### config.mk
export PLATFORM = sky130hd
export DESIGN_NAME = credit_fifo
export DESIGN_NICKNAME = d
export VERILOG_FILES = /design/src/design/credit_fifo.sv
export SDC_FILE = /design/constraint.sdc
export NUM_CORES = 1
export LEC_CHECK = 0
export BUFFER_PORTS_ARGS = -buffer_cell sky130_fd_sc_hd__buf_2
export CAP_MARGIN = 20
export CORE_UTILIZATION = 52
export CTS_CLUSTER_SIZE = 14
export DETAILED_ROUTE_END_ITERATION = 7
export GPL_TIMING_DRIVEN = 1
export PLACE_DENSITY = 0.72
export SLEW_MARGIN = 10
export SYNTH_ARGS = -nofsm -noshare
export SYNTH_HDL_FRONTEND = slang
export SYNTH_SLANG_ARGS = --single-unit
### constraint.sdc
create_clock -name clk -period 2.28 [get_ports clk]
set_input_delay 0.114 -clock clk [delete_from_list [all_inputs] [get_ports clk]]
set_output_delay 0.114 -clock clk [all_outputs]
set_load 0.05 [all_outputs]
### src/design/credit_fifo.sv
// Registered FIFO with credit flow control on both sides
// Upstream must push only while it holds one of the DEPTH credits
// Downstream starts with INIT_CREDITS and returns them on credit_i
`timescale 1ns/1ps

module credit_fifo #(
	parameter type payload_t    = logic,
	parameter int  DEPTH        = 4,
	parameter int  INIT_CREDITS = 4
) (
	input  logic     clk,
	input  logic     arst_n_i,
	input  logic     push_i,
	input  payload_t push_data_i,
	output logic     credit_o,
	input  logic     credit_i,
	output logic     out_valid_o,
	output payload_t out_data_o
);

	localparam int PTR_W = (DEPTH > 1) ? $clog2(DEPTH) : 1;
	localparam int CNT_W = $clog2(DEPTH + 1);
	// Headroom bit so an extra credit shows up in the check
	localparam int CRD_W = $clog2(INIT_CREDITS + 2);

	payload_t             mem [DEPTH];
	logic [PTR_W-1:0]     wr_ptr_q;
	logic [PTR_W-1:0]     rd_ptr_q;
	logic [CNT_W-1:0]     count_q;
	logic [CRD_W-1:0]     credit_q;
	logic                 send;

	function automatic logic [PTR_W-1:0] ptr_next(input logic [PTR_W-1:0] p);
		return (p == PTR_W'(DEPTH - 1)) ? '0 : p + 1'b1;
	endfunction

	// Head leaves whenever downstream has room
	assign send        = (count_q != '0) && (credit_q != '0);
	assign out_valid_o = send;
	assign out_data_o  = mem[rd_ptr_q];
	// A freed entry goes straight back upstream as a credit
	assign credit_o    = send;

	always_ff @(posedge clk) begin
		if (push_i)
			mem[wr_ptr_q] <= push_data_i;
	end

	always_ff @(posedge clk or negedge arst_n_i) begin
		if (!arst_n_i) begin
			wr_ptr_q <= '0;
			rd_ptr_q <= '0;
			count_q  <= '0;
			credit_q <= CRD_W'(INIT_CREDITS);
		end else begin
			if (push_i)
				wr_ptr_q <= ptr_next(wr_ptr_q);
			if (send)
				rd_ptr_q <= ptr_next(rd_ptr_q);
			case ({push_i, send})
				2'b10:   count_q <= count_q + 1'b1;
				2'b01:   count_q <= count_q - 1'b1;
				default: ;
			endcase
			case ({credit_i, send})
				2'b10:   credit_q <= credit_q + 1'b1;
				2'b01:   credit_q <= credit_q - 1'b1;
				default: ;
			endcase
		end
	end

	// Upstream kept to its credit budget
	a_no_push_full: assert property (@(posedge clk) disable iff (!arst_n_i)
		push_i |-> (count_q < CNT_W'(DEPTH)))
		else $error("push into full buffer");

	// Downstream never returns more than it was lent
	a_credit_max: assert property (@(posedge clk) disable iff (!arst_n_i)
		credit_q <= CRD_W'(INIT_CREDITS))
		else $error("credit counter above initial value");

endmodule

# [Word-level counts from Yosys, hierarchy flattened]
# Memory sizes are Yosys's and may differ from the RTL's.
# Index checks and enable logic that the tools add are counted.
[totals] register_bits=10 ramBits=4 input_bits=5 output_inout_bits=3 elab_cells=28 n_memories=1
[op_classes] addsub=6 eq_ne=6 mux=6 reduce_logical=5
[memory_table] name="mem" words=4 word_bits=1 read_ports=1 rd_ports_with_merged_regs=0 wr=1 line_no="26" rtl="payload_t mem [DEPTH];"
[op_table] cell="3-bit one-hot mux with 2 select lines" n=2
[op_table] cell="2-bit == test, second input constant" n=4
[op_table] cell="3-bit by 1-bit adder with 3-bit output, second input constant" n=2
[op_table] cell="3-bit nonzero test" n=2
[op_table] cell="3-bit by 1-bit subtractor with 3-bit output, second input constant" n=2
[op_table] cell="2-bit by 1-bit adder with 2-bit output, second input constant" n=2
[op_table] cell="2-bit by 1-bit == test with 1-bit output, second input constant" n=2
[op_table] cell="2-bit two-way mux" n=2
[op_table] cell="2-bit nonzero test" n=2
[op_table] cell="1-bit two-way mux" n=2
[op_table] cell="1-bit logical AND" n=1

# [Logic depth before layout (Yosys ltp)]
# Gate-level depths: netlist (run 1).
[logic_depth] ltp_word=4 depth_mapped=8 depth_no_buf=8

# [Worst setup path after synthesis (run 1)]
# Ideal clock, no wire load.
[synth_timing] path_type="register to register" from="reg credit_q[2]" to="reg credit_q[2]" setup_time_ns=0.075 arrival_ns=2.202 required_time_ns=2.205 slack_ns=0.004 stages_incl_launch_ff=9 path_buffers=0 synth_period_minus_slack_ns=2.276 path_cell_list="dfstp_2 -> nor3_2 -> nor2_2 -> ha_1 -> inv_1 -> fa_1 -> xor2_1 -> nor2_1 -> xor2_1"
[synth_via] elab_chain_len=4 elab_cells_between_ends=8 classes_between="add/sub: 2; eq/ne: 2; mux: 1; reduce/logical: 3"
[synth_rtl] element="start, declared" line_no="30" rtl="logic [CRD_W-1:0] credit_q;"
[synth_rtl] element="start signal, assigned" line_no="54" rtl="credit_q <= CRD_W'(INIT_CREDITS);"
[synth_rtl] element="start signal, assigned" line_no="66" rtl="2'b10: credit_q <= credit_q + 1'b1;"
[synth_rtl] element="start signal, assigned" line_no="67" rtl="2'b01: credit_q <= credit_q - 1'b1;"
[synth_rtl] element="3-bit nonzero test *" line_no="38" rtl="assign send = (count_q != '0) && (credit_q != '0);"
[synth_rtl] element="1-bit logical AND *" line_no="38"
[synth_rtl] element="net credit_o" line_no="15" rtl="output logic credit_o,"
[synth_rtl] element="2-bit by 1-bit == test with 1-bit output / 2-bit == test (equally long branches)" line_no="65" rtl="case ({credit_i, send})"
[synth_rtl] element="3-bit one-hot mux with 2 select lines / 2-bit nonzero test (equally long branches)"
# Mark *: on every way through the listed nets, which the timed path passes. The rest lies on a longest branch.
# A chain may end at the register's enable or synchronous reset.

# [Worst setup path in the final report (run 1)]
[layout_timing] from="reg credit_q[2]" to="reg count_q[2]"
[layout_via] elab_chain_len=4 elab_cells_between_ends=6 classes_between="eq/ne: 2; mux: 1; reduce/logical: 3"
[layout_rtl] element="3-bit nonzero test *" line_no="38"
[layout_rtl] element="1-bit logical AND *" line_no="38"
[layout_rtl] element="2-bit by 1-bit == test with 1-bit output / 2-bit == test (equally long branches)" line_no="60" rtl="case ({push_i, send})"
[layout_rtl] element="3-bit one-hot mux with 2 select lines / 2-bit nonzero test (equally long branches)"
[layout_rtl] element="end signal, assigned" line_no="61" rtl="2'b10: count_q <= count_q + 1'b1;"
[layout_rtl] element="end signal, assigned" line_no="62" rtl="2'b01: count_q <= count_q - 1'b1;"
[layout_rtl] element="end, declared" line_no="29" rtl="logic [CNT_W-1:0] count_q;"
# Mark *: on every way between the ends. The rest lies on a longest branch, timed or not.

==> run metrics, run 1 <==
met3 Use GR just under 7%; Syn Nets 74; mux contribution to synthesized area 7.407%; final hold violations 0; clk buf depth 2; setup slack, reg-to-reg 0.43 ns; Syn Area/Cell 12.39 sq um; Sink Count 14; Cell Area, Placed 797.0 sq um; crit path DAT 2.06 ns; Reg2Reg Launch Point credit_q[2]; Layout Nets 87; ANT cells 0; M1 GR Usage between 15 and 20%; post-route cell area 833.3 sq um; remaining global-route overflow 0; worst skew pair latency about 0.28 ns; Max Fclk 539.5 MHz; Post-synth EDFFs 4; synth-to-layout area growth 12.12%; Req. time, crit path roughly 2.5 ns; crit path kind reg -> reg; max cap viols 0; Remaining DRCs 0; Ports 8; clock transition at the registers of the reported paths 0.08 ns; 1st-iter DRT viols 4; antenna-violating nets left 0; post-route setup TNS 0 ns; hold_sp push_data_i; die area around 1600 sq um; row cnt 13; Port-buffer cells 7; Synth cell types 19; CP Capture Type register; Hold Path Cell Cnt 1; Tightest Pin Transition 0.2465 ns; Total GRT Usage 17.05%; share of layout cells above drive strength 1 roughly 22%; RR Endpoint count_q[2]; drt first pass iters 4; Routed wire per std cell 10.93 microns; Synth Warn # 0; post-synthesis xor/xnor area fraction 7.071%; mapped cell area 743.2 sq um; Post-Synthesis Cells 60; simple-gate area share of the yosys netlist 10.27%; initial antenna violation count 0; RSZ-0062 raised after global routing no; Post-synth top flop dfrtp_1; main combinational cell family by area after synthesis adder cells; Placer Congestion 0.6539; first-pass GRT wire length 1.656 mm; Async S/R FF share, synth a little under three quarters; Initial Util 56.41%; reg2reg path depth 8; root buffer cell clkbuf_4; Slew Limit Fails 0; vias in the first global route 406; Core Box Area 1318 sq um; complex-gate fraction of the synthesized area 2.020%; Max-slew headroom a little over four fifths; fin crit period ~1.9 ns; Worst Path Max Fanout 3; Synth Register Bits 14; startpoint types register; layout filler cell count 112; Hold EP mem[3]; final WL 951 microns; cell count after placement 82; Clock Skew 0.004527 ns; status finished clean; GRT met2 Usage 26.23%; TritonCTS clock tree done; largest net degree at the start of global routing 11; Die Y 39.81 microns; Die Width 39.81 microns; fin crit share 81.30%; H-tree Lvls 1; commonest non-fill, non-tap cells in the layout 10 x inv_1, 9 x dfrtp_1, 7 x ha_1, 7 x buf_2; Tightest Hold Check Type in -> reg; adder-cell area share of the yosys netlist 17.17%; most common cell after layout, fill and taps aside inv_1; Final setup viols 0; Final Non-Filler Cells 87; gr busiest metal met2; Setup Buffers After CTS 0; vias per inst 4.874; vias ~420; sequential fraction of the synthesis area between 50% and 60%; CTS buffer count 3; HPWL after DPL ~760 microns
through the flow:
| step | hold WS (ns) | utilization (%) | setup slack [ns] |
|---|---|---|---|
| floorplan | -0.1816 | - | 0.003926 |
| global placement | -0.01942 | 60.49 | 0.4497 |
| CTS | 0.02906 | 63.25 | 0.4143 |
| global route | 0.04709 | 63.25 | 0.2906 |
| finish | 0.03823 | 63.25 | 0.4263 |
| detailed placement | -0.01618 | 60.49 | 0.4366 |
registers in the layout, indices dropped and copies added (netlist names):
| name | count |
|---|---|
| count_q | 3 |
| rd_ptr_q | 2 |
| wr_ptr_q | 2 |
| credit_q | 3 |
| mem | 4 |
Yosys cell counts (2+ instances only):
library cell | instances | area share, %
and2_1 | 4 | 3.4
dfrtp_1 | 9 | 30
edfxtp_1 | 4 | 16
fa_1 | 2 | 5.4
ha_1 | 7 | 12
inv_1 | 10 | 5.1
mux2_1 | 2 | 3.0
nand2_1 | 2 | 1.0
nor2_1 | 3 | 1.5
nor3_2 | 2 | 2.7
o21ai_0 | 3 | 2.0
xnor2_1 | 2 | 2.4
xor2_1 | 4 | 4.7
area by class of cell:
| cell class | count | area, sq um | area share [%] |
|---|---|---|---|
| clock buffers | 3 | 22.52 | 2.703 |
| clock inverters | 1 | 3.754 | 0.4505 |
| inverters | 10 | 37.54 | 4.505 |
| multi-input cells | 35 | 326.6 | 39.19 |
| flip-flops and latches | 14 | 371.6 | 44.59 |
| well taps | 15 | 18.77 | 2.252 |
| repair buffers | 9 | 52.55 | 6.306 |
how the worst max path moves through the flow:
stage                      from     endpoint  slack (ns)  depth (start not counted)
finish              credit_q[2]   count_q[2]        0.43                          8
global route        credit_q[2]  credit_q[2]        0.29                          8
CTS                 credit_q[2]   count_q[2]        0.41                          8
detailed placement  credit_q[2]   count_q[2]        0.44                          8
global placement    credit_q[2]   count_q[2]        0.45                          8
floorplan           credit_q[2]  credit_q[2]       0.004                          8
what timing repair did:
item	CTS	global route
gates resized for setup	0	0
hold endpoints to repair	10	0
hold buffers	1	0
layer usage:
layer | wire length [microns] | part of all wire (%)
met1 | 448 | 47
met2 | 436 | 46
met3 | 37 | 3.9
met4 | 28 | 2.9
met5 | 0 | 0
worst max-delay path, stage by stage, from the launching register on:
cell     delay [ns]
dfstp_2        0.55
nor3_2         0.05
nor2_2         0.13
ha_1           0.21
inv_1          0.06
fa_1           0.37
xor2_1         0.15
nor2_1         0.11
xor2_1         0.15
cells by family after synthesis:
group,count (synthesis)
AOI/OAI and AO/OA,3
adders and majority gates,9
muxes,4
DFF,14
xor gates and xnor gates,6
buffers and inverters,11
and+or+nand+nor,13
Power of run 1 is left out: the tool's default activity adds up to more than one toggle a clock period on the data nets, which glitch-free logic cannot reach.
==> run 2, diff against run 1 <==
--- a/config.mk
+++ b/config.mk
@@ -7,11 +7,11 @@
 export LEC_CHECK = 0
 export BUFFER_PORTS_ARGS = -buffer_cell sky130_fd_sc_hd__buf_2
 export CAP_MARGIN = 20
-export CORE_UTILIZATION = 52
+export CORE_UTILIZATION = 49
 export CTS_CLUSTER_SIZE = 14
 export DETAILED_ROUTE_END_ITERATION = 7
 export GPL_TIMING_DRIVEN = 1
-export PLACE_DENSITY = 0.72
+export PLACE_DENSITY = 0.71
 export SLEW_MARGIN = 10
 export SYNTH_ARGS = -nofsm -noshare
 export SYNTH_HDL_FRONTEND = slang
==> constraint.sdc (replaced) <==
create_clock -name clk -period 1.5 [get_ports clk]
set_input_delay 0.075 -clock clk [delete_from_list [all_inputs] [get_ports clk]]
set_output_delay 0.075 -clock clk [all_outputs]
set_load 0.05 [all_outputs]
==> run 2 against run 1 <==
- the run now ends with setup timing left
- cell count up 9.2%
- sequential share of layout area fell by 5.7 points
- register-to-register slack got worse by 0.68 ns
- via count rose by 7.3%
- worst hold slack worse by 0.022 ns
- die area rose by 5.8%
- non-clock buffer count grew 8
- critical path type unchanged
- critical endpoint unchanged
- largest cell class is now multi-input gates
==> run metrics, run 2 (same netlist as run 1, synthesis figures left out) <==
Placer Congestion ~0.68; first-pass GRT wire length 1.794 mm; Initial Util between 50% and 60%; share of layout cells above drive strength 1 between 30% and 40%; fin crit period 1.758 ns; crit path kind reg -> reg; post-route setup TNS -0.7669 ns; failing checks setup timing; commonest non-fill, non-tap cells in the layout 11 x buf_4, 9 x dfrtp_1, 8 x inv_1; RR Endpoint count_q[2]; Worst Path Max Fanout 3; Total GRT Usage between 10% and 20%; vias in the first global route 425; Clock Skew 0.009844 ns; Ports 8; vias per inst 4.789; top flop regs mem: 4 flops, count_q: 3 flops, credit_q: 3 flops; CP Launch Point credit_q[2]; H-tree Lvls 1; Die Y 40.95 microns; TritonCTS clock tree done; RSZ-0062 raised after global routing yes; fin crit share 117.2%; antenna-violating nets left 0; Layout Nets 95; setup slack, reg-to-reg -0.26 ns; Tightest Pin Transition 0.2243 ns; Hold Path Cell Cnt 1; status finished, violations left; Final Core Density 70.81%; clk buf depth 2; most common cell after layout, fill and taps aside buf_4; Max Fclk ~570 MHz; flip-flop count of the largest register after layout 4; final hold violations 0; ANT cells 0; Port-buffer cells 7; initial antenna violation count 0; die area 1676 sq um; CP Capture Type register; largest net degree at the start of global routing 11; root buffer cell clkbuf_4; Sink Count 14; Max-slew headroom 85.05%; Final WS setup -0.2578 ns; max cap viols 0; clock transition at the registers of the reported paths ~0.090 ns; Slew Limit Fails 0; HPWL after DPL 815.4 microns; startpoint types register; Die Width 40.95 microns; crit path DAT 1.97 ns; remaining global-route overflow 0; Routed wire per std cell about 12 microns; worst skew pair latency around 0.28 ns; synth-to-layout area growth 28.62%; reg2reg path depth 8; Remaining DRCs 0; Core Box Area 1350 sq um; vias 455; Tightest Hold Check Type in -> reg; largest reg by FF count mem; Reg2Reg Launch Point credit_q[2]; drt first pass iters 4; final WL roughly 1.1 mm; Hold EP mem[0]; hold_sp push_data_i; row cnt 13; Final setup viols 4; 1st-iter DRT viols 4; Req. time, crit path 1.71 ns; CTS buffer count 3
run 2: worst max-delay path by stage:
stage,to,slack (ns),cells past startpoint
after floorplan,credit_q[2],-0.52,8
after global placement,count_q[2],-0.28,8
after detailed placement,count_q[2],-0.31,8
after CTS,count_q[2],-0.28,8
after global routing,count_q[2],-0.36,8
final,count_q[2],-0.26,8
run 2: repair_timing:
action / CTS / global route
cloned: 0 / 0
hold buffers: 1 / 0
setup buffers: 0 / 1
setup endpoints to repair: 7 / 5
pin swaps: 7 / 2
endpoints found under the hold margin: 10 / 0
gates resized for setup: 4 / 6
run 2: routing by layer:
metal | part of all wire [%] | GRT usage, %
met2 | 46 | 26.95
met3 | 3.7 | 4.891
met4 | 2.9 | 10.00
met5 | 0 | 0
met1 | 47 | 22.89
run 2: layout make-up:
| type | instances | area (sq um) |
|---|---|---|
| Multi-Input combinational cell | 35 | 377.9 |
| Tap cell | 15 | 18.77 |
| Timing Repair Buffer | 17 | 123.9 |
| Fill cell | 95 | 394.1 |
| Clock inverter | 1 | 3.754 |
| Clock buffer | 3 | 22.52 |
| Inverter | 10 | 37.54 |
| Sequential cell | 14 | 371.6 |
run 2: metrics by stage:
step                      hold WS [ns]  area [sq um]  worst slack (ns)  cells
after floorplan                -0.2206         778.2           -0.5227     60
after CTS                     0.005937         928.4           -0.2771     94
after global routing           0.02276         955.9           -0.3605     95
final                          0.01649         955.9           -0.2578     95
after detailed placement      -0.05442         884.6           -0.3121     89
after global placement        -0.05593         884.6           -0.2773     89
run 2: worst max-delay path, cell delays in order (launching register included):
cell	delay [ns]
dfstp_2	0.56
nor3_4	0.05
nor2_4	0.14
ha_4	0.15
inv_2	0.03
fa_2	0.32
xor2_1	0.15
nor2_1	0.12
xor2_1	0.15
Power of run 2 is left out for the same reason.
==> run 3, diff against run 2 <==
--- a/config.mk
+++ b/config.mk
@@ -10,7 +10,7 @@
 export CORE_UTILIZATION = 49
 export CTS_CLUSTER_SIZE = 14
 export DETAILED_ROUTE_END_ITERATION = 7
-export GPL_TIMING_DRIVEN = 1
+export GPL_TIMING_DRIVEN = 0
 export PLACE_DENSITY = 0.71
 export SLEW_MARGIN = 10
 export SYNTH_ARGS = -nofsm -noshare
==> run 3 against run 2 <==
- the run still ends with setup timing left
- cell count down 1.1%
- global-route usage down 1.9 points
- critical endpoint is now credit_q[2]
- largest cell class is now sequential cells
- die area unchanged
- maximum frequency down 1.9%
- first-iteration DRC count unchanged
- critical path depth unchanged
- register-to-register slack worse by 0.03 ns
==> run metrics, run 3 (same netlist as run 1, synthesis figures left out) <==
status finished, violations left; failing checks setup timing; layout filler cell count 99; fin crit share 119.5%; post-route cell area between 900 and 1000 sq um; die area 1676 sq um; Layout Nets 94; Final Core Density 69.60%; clock transition at the registers of the reported paths roughly 0.080 ns; commonest non-fill, non-tap cells in the layout 10 x inv_1, 9 x buf_4, 9 x dfrtp_1; vias in the first global route around 420; vias 444; Clock Skew 0.004620 ns; root buffer cell clkbuf_4; Remaining DRCs 0; fin crit period ~1.8 ns; Max Fclk 557.9 MHz; Cell Area, Placed between 800 and 900 sq um; Tightest Pin Transition 0.2312 ns; worst skew pair latency approximately 0.27 ns; clk buf depth 2; Total GRT Usage 15.92%; Ports 8; Initial Util between 50% and 60%; crit path DAT 2.00 ns; Routed wire per std cell 11.18 microns; RSZ-0062 raised after global routing yes; Tightest Hold Check Type in -> reg; vias per inst between 4 and 5; most common cell after layout, fill and taps aside inv_1; Core Box Area 1350 sq um; crit path kind reg -> reg; antenna-violating nets left 0; Req. time, crit path ~1.7 ns; CP Capture Type register; Final WS setup -0.2925 ns; flip-flop count of the largest register after layout 4; Slew Limit Fails 0; largest reg by FF count mem; post-route setup TNS -0.8893 ns; ANT cells 0; Max-slew headroom a little over four fifths; first-pass GRT wire length 1.649 mm; initial antenna violation count 0; Worst Path Max Fanout 3; top flop regs mem: 4 flops, count_q: 3 flops, credit_q: 3 flops; H-tree Lvls 1; max cap viols 0; Multi-input gate area 365.4 sq um; final hold violations 0; Die Y 40.95 microns; Final setup viols 5; CTS buffer count 3; FF/Latch Area around 370 sq um; Sink Count 14; TritonCTS clock tree done; drt first pass iters 2; share of layout cells above drive strength 1 35.44%; largest net degree at the start of global routing 11; Port-buffer cells 7; synth-to-layout area growth 26.43%; Die Width 40.95 microns; startpoint types register; 1st-iter DRT viols 4; remaining global-route overflow 0; Placer Congestion roughly 0.66; final WL 1.051 mm; row cnt 13
[run 3: changes by cell type in the layout (fill, tap and decap cells not counted)]
| cell | delta |
|---|---|
| buf_4 | -2 |
| buf_6 | +1 |
| inv_1 | +2 |
| inv_2 | -2 |
| nor3_2 | +2 |
| nor3_4 | -2 |
[run 3: path summary, 6_finish.rpt]
check                                  from          end  slack [ns]  cells after the start
max in group asynchronous          arst_n_i  credit_q[2]        1.07                      2
worst max-delay path            credit_q[2]  credit_q[2]       -0.29                      8
worst min register to register   count_q[2]   count_q[2]        0.50                      1
worst max register to register  credit_q[2]  credit_q[2]       -0.29                      8
min in group asynchronous          arst_n_i  credit_q[0]        0.18                      2
worst min-delay path            push_data_i       mem[2]        0.01                      1
[run 3: area by class of cell]
cell class | instances | area share, %
timing repair buffer | 15 | 11.98
tap | 15 | 1.997
inverter | 10 | 3.995
clock buffer | 3 | 2.397
sequential | 14 | 39.55
clock inverter | 1 | 0.3995
buffer | 1 | 0.7989
multi-input combinational | 35 | 38.88
[run 3: worst max-delay path, stage by stage, from the launching register on]
cell     delay [ns]
dfstp_2        0.55
nor3_2         0.05
nor2_4         0.16
ha_4           0.15
inv_1          0.05
fa_2           0.33
xor2_1         0.15
nor2_1         0.12
xor2_1         0.17
[run 3: what timing repair did]
| action | in CTS | in global routing |
|---|---|---|
| gates resized for setup | 4 | 4 |
| gates cloned | 0 | 0 |
| endpoints found under the setup margin | 7 | 7 |
| hold buffers | 1 | 0 |
| setup buffers | 6 | 1 |
| pin swaps | 7 | 0 |
| hold endpoints to repair | 10 | 0 |
[run 3: routing by layer]
metal  wire [microns]  vias up  GRT usage, %
met5                0        -             0
met4               12        0         12.50
met3               27        2         3.261
met2              485        5         23.83
met1              525      208         19.79
li1                 -      229             -
[run 3: stage by stage]
stage	cells	setup slack, ns	hold slack, ns
2_1_floorplan	60	-0.5227	-0.2206
3_3_place_gp	82	-0.3781	-0.05631
3_5_place_dp	82	-0.4028	-0.05287
4_1_cts	93	-0.2858	0.009317
5_1_grt	94	-0.4065	0.007338
6_report	94	-0.2925	0.01499
Power of run 3 is left out for the same reason.
